**config.mk**
```make
export PLATFORM = sky130hd
export DESIGN_NAME = cpu
export DESIGN_NICKNAME = d
export VERILOG_FILES = /design/src/hw/rvIsaPkg.sv /design/src/hw/pipePkg.sv /design/src/hw/instructionFetch.sv /design/src/hw/registerFile.sv /design/src/hw/decodeStage.sv /design/src/hw/forwardingUnit.sv /design/src/hw/executeStage.sv /design/src/hw/memoryStage.sv /design/src/hw/cpu.sv
export SDC_FILE = /design/constraint.sdc
export NUM_CORES = 2
export LEC_CHECK = 0
export BUFFER_PORTS_ARGS = -buffer_cell sky130_fd_sc_hd__buf_2
export CAP_MARGIN = 20
export CORE_MARGIN = 2
export CORE_UTILIZATION = 25
export CTS_CLUSTER_DIAMETER = 40
export DETAILED_ROUTE_END_ITERATION = 7
export PLACE_DENSITY = 0.5
export SLEW_MARGIN = 20
export SYNTH_ARGS = -nofsm -noshare
export SYNTH_HDL_FRONTEND = slang
export SYNTH_SLANG_ARGS = --single-unit
```
**constraint.sdc**
```tcl
create_clock -name clk -period 7 [get_ports clk]
set_input_delay 1.05 -clock clk [delete_from_list [all_inputs] [get_ports clk]]
set_output_delay 1.05 -clock clk [all_outputs]
set_load 0.02 [all_outputs]
```
**src/hw/rvIsaPkg.sv**
```systemverilog
package rvIsaPkg;

  // data and instruction word
  typedef logic [31:0] wordT;

  // architectural register index
  typedef logic [4:0] regIdxT;

  typedef logic [6:0] opcodeT;
  typedef logic [2:0] funct3T;

  // major opcodes of the supported subset
  localparam opcodeT opOp    = 7'b0110011;
  localparam opcodeT opImm   = 7'b0010011;
  localparam opcodeT opLoad  = 7'b0000011;
  localparam opcodeT opStore = 7'b0100011;

  // funct3 values
  localparam funct3T f3AddSub = 3'b000;
  localparam funct3T f3Xor    = 3'b100;
  localparam funct3T f3Or     = 3'b110;
  localparam funct3T f3And    = 3'b111;
  // only word-sized loads and stores
  localparam funct3T f3Word   = 3'b010;

  // instruction bit 30, set for SUB and clear for ADD
  localparam int funct7Sub = 30;

endpackage

```
**src/hw/pipePkg.sv**
```systemverilog
package pipePkg;

  typedef enum logic [2:0] {
    aluAdd,
    aluSub,
    aluAnd,
    aluOr,
    aluXor
  } aluOpE;

  // where an execute operand comes from
  typedef enum logic [1:0] {
    fwdNone,
    fwdMem,
    fwdWb
  } fwdSelE;

  typedef struct packed {
    aluOpE aluOp;
    // immediate on the right-hand ALU input
    logic  aluSrc;
    logic  memRead;
    logic  memWrite;
    logic  memToReg;
    logic  regWrite;
  } ctrlT;

  typedef struct packed {
    logic          valid;
    rvIsaPkg::wordT pc;
    rvIsaPkg::wordT instr;
  } ifIdT;

  typedef struct packed {
    logic             valid;
    ctrlT             ctrl;
    rvIsaPkg::regIdxT rs1;
    rvIsaPkg::regIdxT rs2;
    rvIsaPkg::regIdxT rd;
    rvIsaPkg::wordT   rs1Val;
    rvIsaPkg::wordT   rs2Val;
    rvIsaPkg::wordT   imm;
  } idExT;

  typedef struct packed {
    logic             valid;
    ctrlT             ctrl;
    rvIsaPkg::regIdxT rd;
    rvIsaPkg::wordT   aluResult;
    rvIsaPkg::wordT   storeData;
  } exMemT;

  typedef struct packed {
    logic             valid;
    logic             memToReg;
    logic             regWrite;
    rvIsaPkg::regIdxT rd;
    rvIsaPkg::wordT   memData;
    rvIsaPkg::wordT   aluResult;
  } memWbT;

endpackage

```
**src/hw/instructionFetch.sv**
```systemverilog
`timescale 1ns/100ps

module instructionFetch #(
  parameter int imemWords = 64
) (
  input  logic                         clk,
  input  logic                         rstN,
  input  logic                         stall,
  input  logic                         progWe,
  input  logic [$clog2(imemWords)-1:0] progAddr,
  input  rvIsaPkg::wordT               progData,
  output pipePkg::ifIdT                ifId
);

  localparam int idxW = $clog2(imemWords);

  rvIsaPkg::wordT  imem [imemWords];
  rvIsaPkg::wordT  pc;
  logic [idxW-1:0] fetchIdx;

  // word addressed, upper pc bits ignored so reads wrap
  assign fetchIdx = pc[idxW+1:2];

  // program load port
  always_ff @(posedge clk) begin
    if (progWe) begin
      imem[progAddr] <= progData;
    end
  end

  always_ff @(posedge clk) begin
    if (!rstN) begin
      pc         <= '0;
      ifId.valid <= 1'b0;
    end else if (!stall) begin
      pc         <= pc + 32'd4;
      ifId.valid <= 1'b1;
      ifId.pc    <= pc;
      ifId.instr <= imem[fetchIdx];
    end
  end

endmodule

```
**src/hw/registerFile.sv**
```systemverilog
`timescale 1ns/100ps

module registerFile (
  input  logic             clk,
  input  rvIsaPkg::regIdxT rs1,
  input  rvIsaPkg::regIdxT rs2,
  input  rvIsaPkg::regIdxT rd,
  input  logic             we,
  input  rvIsaPkg::wordT   wd,
  output rvIsaPkg::wordT   rs1Val,
  output rvIsaPkg::wordT   rs2Val
);

  rvIsaPkg::wordT regs [32];

  // x0 reads zero and a same-cycle write is passed through
  function automatic rvIsaPkg::wordT readPort(rvIsaPkg::regIdxT idx);
    if (idx == '0) begin
      return '0;
    end else if (we && idx == rd) begin
      return wd;
    end
    return regs[idx];
  endfunction

  always_ff @(posedge clk) begin
    if (we && rd != '0) begin
      regs[rd] <= wd;
    end
  end

  always_comb begin
    rs1Val = readPort(rs1);
    rs2Val = readPort(rs2);
  end

endmodule

```
**src/hw/decodeStage.sv**
```systemverilog
`timescale 1ns/100ps

module decodeStage (
  input  logic             clk,
  input  logic             rstN,
  input  pipePkg::ifIdT    ifId,
  input  rvIsaPkg::wordT   rs1Val,
  input  rvIsaPkg::wordT   rs2Val,
  output rvIsaPkg::regIdxT rs1,
  output rvIsaPkg::regIdxT rs2,
  output logic             stall,
  output pipePkg::idExT    idEx
);

  rvIsaPkg::wordT   instr;
  rvIsaPkg::opcodeT opcode;
  rvIsaPkg::funct3T funct3;
  rvIsaPkg::regIdxT rd;
  pipePkg::ctrlT    ctrl;
  rvIsaPkg::wordT   imm;
  logic             known;
  logic             usesRs2;

  assign instr  = ifId.instr;
  assign opcode = instr[6:0];
  assign funct3 = instr[14:12];
  assign rd     = instr[11:7];
  assign rs1    = instr[19:15];
  assign rs2    = instr[24:20];

  always_comb begin
    ctrl       = '0;
    ctrl.aluOp = pipePkg::aluAdd;
    known      = 1'b1;
    usesRs2    = 1'b0;
    unique case (opcode)
      rvIsaPkg::opOp: begin
        ctrl.regWrite = 1'b1;
        usesRs2       = 1'b1;
        unique case (funct3)
          rvIsaPkg::f3AddSub: begin
            ctrl.aluOp = instr[rvIsaPkg::funct7Sub] ? pipePkg::aluSub : pipePkg::aluAdd;
          end
          rvIsaPkg::f3Xor: ctrl.aluOp = pipePkg::aluXor;
          rvIsaPkg::f3Or:  ctrl.aluOp = pipePkg::aluOr;
          rvIsaPkg::f3And: ctrl.aluOp = pipePkg::aluAnd;
          default:         known      = 1'b0;
        endcase
      end
      rvIsaPkg::opImm: begin
        // ADDI only
        ctrl.aluSrc   = 1'b1;
        ctrl.regWrite = 1'b1;
        known         = (funct3 == rvIsaPkg::f3AddSub);
      end
      rvIsaPkg::opLoad: begin
        ctrl.aluSrc   = 1'b1;
        ctrl.memRead  = 1'b1;
        ctrl.memToReg = 1'b1;
        ctrl.regWrite = 1'b1;
        known         = (funct3 == rvIsaPkg::f3Word);
      end
      rvIsaPkg::opStore: begin
        ctrl.aluSrc   = 1'b1;
        ctrl.memWrite = 1'b1;
        usesRs2       = 1'b1;
        known         = (funct3 == rvIsaPkg::f3Word);
      end
      default: known = 1'b0;
    endcase
  end

  // S-type splits the offset around rd
  assign imm = (opcode == rvIsaPkg::opStore) ?
               {{20{instr[31]}}, instr[31:25], instr[11:7]} :
               {{20{instr[31]}}, instr[31:20]};

  // load in execute feeding this instruction
  assign stall = ifId.valid && idEx.valid && idEx.ctrl.memRead && idEx.rd != '0 &&
                 (idEx.rd == rs1 || (usesRs2 && idEx.rd == rs2));

  always_ff @(posedge clk) begin
    idEx.ctrl   <= ctrl;
    idEx.rs1    <= rs1;
    idEx.rs2    <= rs2;
    idEx.rd     <= rd;
    idEx.rs1Val <= rs1Val;
    idEx.rs2Val <= rs2Val;
    idEx.imm    <= imm;
    if (!rstN) begin
      idEx.valid <= 1'b0;
    end else begin
      // bubble on stall or unknown opcode
      idEx.valid <= ifId.valid && known && !stall;
    end
  end

endmodule

```
**src/hw/forwardingUnit.sv**
```systemverilog
`timescale 1ns/100ps

module forwardingUnit (
  input  rvIsaPkg::regIdxT readIdx,
  input  rvIsaPkg::regIdxT memRd,
  input  logic             memWrites,
  input  rvIsaPkg::regIdxT wbRd,
  input  logic             wbWrites,
  output pipePkg::fwdSelE  sel
);

  logic memHit;
  logic wbHit;

  // x0 is never forwarded
  assign memHit = memWrites && memRd == readIdx && readIdx != '0;
  assign wbHit  = wbWrites && wbRd == readIdx && readIdx != '0;

  always_comb begin
    // younger result in memory wins
    if (memHit) begin
      sel = pipePkg::fwdMem;
    end else if (wbHit) begin
      sel = pipePkg::fwdWb;
    end else begin
      sel = pipePkg::fwdNone;
    end
  end

endmodule

```
**src/hw/executeStage.sv**
```systemverilog
`timescale 1ns/100ps

module executeStage (
  input  logic            clk,
  input  logic            rstN,
  input  pipePkg::idExT   idEx,
  input  pipePkg::fwdSelE lhsSel,
  input  pipePkg::fwdSelE rhsSel,
  input  rvIsaPkg::wordT  memFwd,
  input  rvIsaPkg::wordT  wbFwd,
  output pipePkg::exMemT  exMem
);

  rvIsaPkg::wordT lhs;
  rvIsaPkg::wordT rs2Fwd;
  rvIsaPkg::wordT rhs;
  rvIsaPkg::wordT aluResult;

  function automatic rvIsaPkg::wordT pickOperand(pipePkg::fwdSelE sel, rvIsaPkg::wordT regVal);
    unique case (sel)
      pipePkg::fwdMem: return memFwd;
      pipePkg::fwdWb:  return wbFwd;
      default:         return regVal;
    endcase
  endfunction

  always_comb begin
    lhs    = pickOperand(lhsSel, idEx.rs1Val);
    rs2Fwd = pickOperand(rhsSel, idEx.rs2Val);
  end

  // immediate replaces rs2 after forwarding
  assign rhs    = idEx.ctrl.aluSrc ? idEx.imm : rs2Fwd;

  always_comb begin
    unique case (idEx.ctrl.aluOp)
      pipePkg::aluSub: aluResult = lhs - rhs;
      pipePkg::aluAnd: aluResult = lhs & rhs;
      pipePkg::aluOr:  aluResult = lhs | rhs;
      pipePkg::aluXor: aluResult = lhs ^ rhs;
      default:         aluResult = lhs + rhs;
    endcase
  end

  always_ff @(posedge clk) begin
    exMem.ctrl      <= idEx.ctrl;
    exMem.rd        <= idEx.rd;
    exMem.aluResult <= aluResult;
    exMem.storeData <= rs2Fwd;
    if (!rstN) begin
      exMem.valid <= 1'b0;
    end else begin
      exMem.valid <= idEx.valid;
    end
  end

endmodule

```
**src/hw/memoryStage.sv**
```systemverilog
`timescale 1ns/100ps

module memoryStage #(
  parameter int dmemWords = 16
) (
  input  logic           clk,
  input  logic           rstN,
  input  pipePkg::exMemT exMem,
  output pipePkg::memWbT memWb
);

  localparam int idxW = $clog2(dmemWords);

  rvIsaPkg::wordT  dmem [dmemWords];
  logic [idxW-1:0] wordIdx;

  // address bits above the memory size are dropped
  assign wordIdx = exMem.aluResult[idxW+1:2];

  always_ff @(posedge clk) begin
    if (rstN && exMem.valid && exMem.ctrl.memWrite) begin
      dmem[wordIdx] <= exMem.storeData;
    end
  end

  always_ff @(posedge clk) begin
    memWb.memToReg  <= exMem.ctrl.memToReg;
    memWb.regWrite  <= exMem.ctrl.regWrite;
    memWb.rd        <= exMem.rd;
    // asynchronous read, registered here
    memWb.memData   <= dmem[wordIdx];
    memWb.aluResult <= exMem.aluResult;
    if (!rstN) begin
      memWb.valid <= 1'b0;
    end else begin
      memWb.valid <= exMem.valid;
    end
  end

endmodule

```
**src/hw/cpu.sv**
```systemverilog
`timescale 1ns/100ps

module cpu #(
  parameter int imemWords = 64,
  parameter int dmemWords = 16
) (
  input  logic                         clk,
  input  logic                         rstN,
  input  logic                         progWe,
  input  logic [$clog2(imemWords)-1:0] progAddr,
  input  rvIsaPkg::wordT               progData,
  output logic                         wbValid,
  output rvIsaPkg::regIdxT             wbRd,
  output rvIsaPkg::wordT               wbData
);

  pipePkg::ifIdT    ifId;
  pipePkg::idExT    idEx;
  pipePkg::exMemT   exMem;
  pipePkg::memWbT   memWb;
  logic             stall;
  rvIsaPkg::regIdxT rs1;
  rvIsaPkg::regIdxT rs2;
  rvIsaPkg::wordT   rs1Val;
  rvIsaPkg::wordT   rs2Val;
  pipePkg::fwdSelE  lhsSel;
  pipePkg::fwdSelE  rhsSel;
  logic             memWrites;
  logic             wbWrites;

  instructionFetch #(.imemWords(imemWords)) instructionFetch (
    .clk(clk),
    .rstN(rstN),
    .stall(stall),
    .progWe(progWe),
    .progAddr(progAddr),
    .progData(progData),
    .ifId(ifId)
  );

  registerFile registerFile (
    .clk(clk),
    .rs1(rs1),
    .rs2(rs2),
    .rd(wbRd),
    .we(wbValid),
    .wd(wbData),
    .rs1Val(rs1Val),
    .rs2Val(rs2Val)
  );

  decodeStage decodeStage (
    .clk(clk),
    .rstN(rstN),
    .ifId(ifId),
    .rs1Val(rs1Val),
    .rs2Val(rs2Val),
    .rs1(rs1),
    .rs2(rs2),
    .stall(stall),
    .idEx(idEx)
  );

  // hazard handling, index 0 is filtered inside the units
  assign memWrites = exMem.valid && exMem.ctrl.regWrite;
  assign wbWrites  = memWb.valid && memWb.regWrite;

  forwardingUnit lhsForwardingUnit (
    .readIdx(idEx.rs1),
    .memRd(exMem.rd),
    .memWrites(memWrites),
    .wbRd(memWb.rd),
    .wbWrites(wbWrites),
    .sel(lhsSel)
  );

  forwardingUnit rhsForwardingUnit (
    .readIdx(idEx.rs2),
    .memRd(exMem.rd),
    .memWrites(memWrites),
    .wbRd(memWb.rd),
    .wbWrites(wbWrites),
    .sel(rhsSel)
  );

  executeStage executeStage (
    .clk(clk),
    .rstN(rstN),
    .idEx(idEx),
    .lhsSel(lhsSel),
    .rhsSel(rhsSel),
    .memFwd(exMem.aluResult),
    .wbFwd(wbData),
    .exMem(exMem)
  );

  memoryStage #(.dmemWords(dmemWords)) memoryStage (
    .clk(clk),
    .rstN(rstN),
    .exMem(exMem),
    .memWb(memWb)
  );

  // write-back mux
  assign wbData  = memWb.memToReg ? memWb.memData : memWb.aluResult;
  assign wbRd    = memWb.rd;
  assign wbValid = wbWrites && memWb.rd != '0;

endmodule

```
==> results.md <==
* Total number of H-tree levels at 5
* Vias at between 70000 and 80000
* Syn. warnings at 0
* DR vias/cell at 4.78
* Top FF cell, synth: edfxtp_1
* Die H at roughly 800 um
* Area growth syn-to-layout at 17.8%
* Postcts setup bufs at 0
* P per Cell Area at 324 mW/mm^2
* Reg2reg path depth at 24
* Final Cycle Share at 90.0%
* Die ar. at 0.637 mm^2
* CP top delay family: simple AND/OR/NAND/NOR gates
* Tot GR Track Use at 13.8%
* CTS tree: yes
* Final WL at between 400 and 500 mm
* DP Wirelength at about 250 mm
* Synth area leaders: edfxtp_1 (69%), mux4_2 (21%), dfxtp_1 (3.2%), ha_1 (0.77%), mux2i_1 (0.72%)
* Syn avg cell area at 21.9 um^2
* Post-route ant nets at 0
* Pins over their slew limit at 0
* Initial antenna violation count at 21
* Die W at 798 um
* Final setup fails at 0
* Vias in the first global route at a little over 80000
* CTS Root Cell: clkbuf_16
* Asr flop ratio synth at 0%
* Met2 WL at 220 mm
* Clock tree buffer depth at 4
* Rows at between 200 and 300
* I/O Pins at 79
* Fin util at about 30%
* Post-synth EDFFs at 3616
* Cts repair resizes at 0
* Final Cell Area at 0.186 mm^2
* Number of distinct library cells after synthesis at 82
* Setup TNS at 0 ns
* CTS clk-pin slew, worst paths at 0.07 ns
* Clk Latency, worst-skew pair at approximately 1.1 ns
* Clock Skew at 0.0701 ns
* Crit path time final at between 6 and 7 ns
* Crit. path cell count at 24
* Hold WC Path Type: primary input to register
* Status: finished clean
* Worst Hold Depth at 1
* Share of layout cells above drive strength 1 at between 30% and 40%
* Leak Pwr at about 57 nW
* Fmax achieved at 0.159 GHz
* Startpoint Class: register
* Area after DPL at 0.170 mm^2
* DRT Pass-1 Iters at 5
* Clock sink count at 3867
* WS Path Type: register to register
* DRT iter0 DRCs at slightly above 8000
* Met3 wire len at roughly 26 mm
* CP arrival at roughly 7 ns
* Commonest non-fill, non-tap cell in the layout: edfxtp_1
* CP cell instances: xor2_1, nor4_4, buf_4, nand3_1, buf_4, a31oi_1, inv_1, mux2i_1, ha_1, o311a_1, nand4b_2, nor3b_2, a21oi_1, xnor2_1, ha_1, and3_1, and3_1, and3_1, a31oi_1, a21o_1, a31oi_1, nor4b_1, a2111oi_1, nand2_1
* CP max stage cell: nor3b_2
* RSZ-0062 raised after global routing: no
* Post-synth top area cell: edfxtp_1
* Fin. Hold Viols at 0
* GPL Wtd Cong at between 0.8 and 0.9
* Bufs and invs on worst path at 3
* Residual DRC count at 0
* Nets at 7725
* Max transition margin at approximately a fifth
* Post-synth design cell area at 0.158 mm^2
* Mapped Cells at 7210
* Sequential area share after synthesis at about 72%
* Global route overflow at 0
* Share of the synthesized area in the top cell type at 68.9%
* Largest net degree at the start of global routing at 114
* DR WL/cell at 27.7 um
* MaxCap Viol Count at 0
* Global-route wire length before repair at 635 mm
* Core region area at 0.628 mm^2
* Post-cts hold buffer count at 0
* Port Buffers at 78
* Num CTS Buffers at around 450
* Seq cells post-synth at 3867
* Required @ worst endpoint at 7.88 ns
* Worst setup EP type: register
* Worst slew pin tran at 1.19 ns
* Highest routed metal layer: met5
* Starting density of the core at 25.1%
* Largest stage delay, worst path at roughly 0.46 ns
* Crit path max fanout at 17
* Most frequent cells in the layout: edfxtp_1 (3616), mux4_2 (1472), clkbuf_16 (459)
* Metal1 wirelength at 192 mm
* Worst vdd ir at 0.224 mV
## through the flow
stage          cells  hold slack, ns  power (mW)  setup WS (ns)
2_1_floorplan   7241           0.310        33.1           1.27
3_3_place_gp   15500           0.326        36.5          0.723
3_5_place_dp   15500           0.318        36.6          0.804
4_1_cts        16300           0.253        60.9          0.765
5_1_grt        16300           0.284        62.3          0.293
6_report       16300           0.317        60.3          0.702
## cells in the mapped netlist, types with 11 or more instances
library cell	n
ha_1	97
and2_1	16
nand3_1	22
buf_2	16
a21o_1	22
nor4_1	17
mux2i_1	114
inv_1	117
a211oi_1	19
a21oi_1	73
xnor2_1	66
o21ai_0	142
buf_1	129
a31oi_1	30
nor2_1	187
o22ai_1	77
dfxtp_1	251
nor3_1	26
xor2_1	29
nand2_1	168
nor2b_1	11
and3_1	13
nand4_1	29
mux4_2	1472
edfxtp_1	3616
clkbuf_1	290
nand2b_1	13
o31ai_1	17
## sequential cells by signal, indices dropped and copies added (netlist names)
signal,count
decodeStage.idEx,99
memoryStage.memWb,72
instructionFetch.ifId,33
instructionFetch.imem,2048
memoryStage.dmem,512
instructionFetch.pc,6
executeStage.exMem,73
registerFile.regs,1024
## logic make-up (layout without fill, tap and decap cells)
family	Yosys count	after routing	synth area share [%]
xor+xnor	95	95	0.528
fa+ha+maj	98	98	0.783
buf+inv	563	1291	1.39
mux	1586	1586	21.8
flops	3867	3867	72.1
compound gates	449	449	1.80
simple gates	551	551	1.67
other cells	1	45	0.00238
## path summary, 6_finish.rpt
check / start / slack (ns) / end
max: executeStage.exMem[65] / 0.70 / executeStage.exMem[63]
min: rstN / 0.32 / instructionFetch.ifId[64]
max reg2reg: executeStage.exMem[65] / 0.70 / executeStage.exMem[63]
min reg2reg: decodeStage.idEx[111] / 0.33 / executeStage.exMem[69]
## power breakdown
part,internal (mW),switching [mW],leakage [nW]
clock,14.2,10.1,7.45
sequential,27.0,0.778,34.7
combinational,3.24,4.97,14.5
## layout make-up
type,count,area [um^2]
timing repair buffer,338,2840
antenna,13,32.5
inverter,117,439
multi-input combinational,2811,42800
fill,60600,442000
clock inverter,320,3730
sequential,3867,114000
tap,8350,10400
clock buffer,516,11800
## per-layer routing
| metal | up-vias | global-route usage, % |
|---|---|---|
| met5 | - | 0 |
| met3 | 740 | 2.11 |
| met2 | 2643 | 22.9 |
| met1 | 43000 | 18.8 |
| li1 | 31600 | - |
| met4 | 10 | 4.02 |
Note: power is estimated with default switching activity, not from simulation.
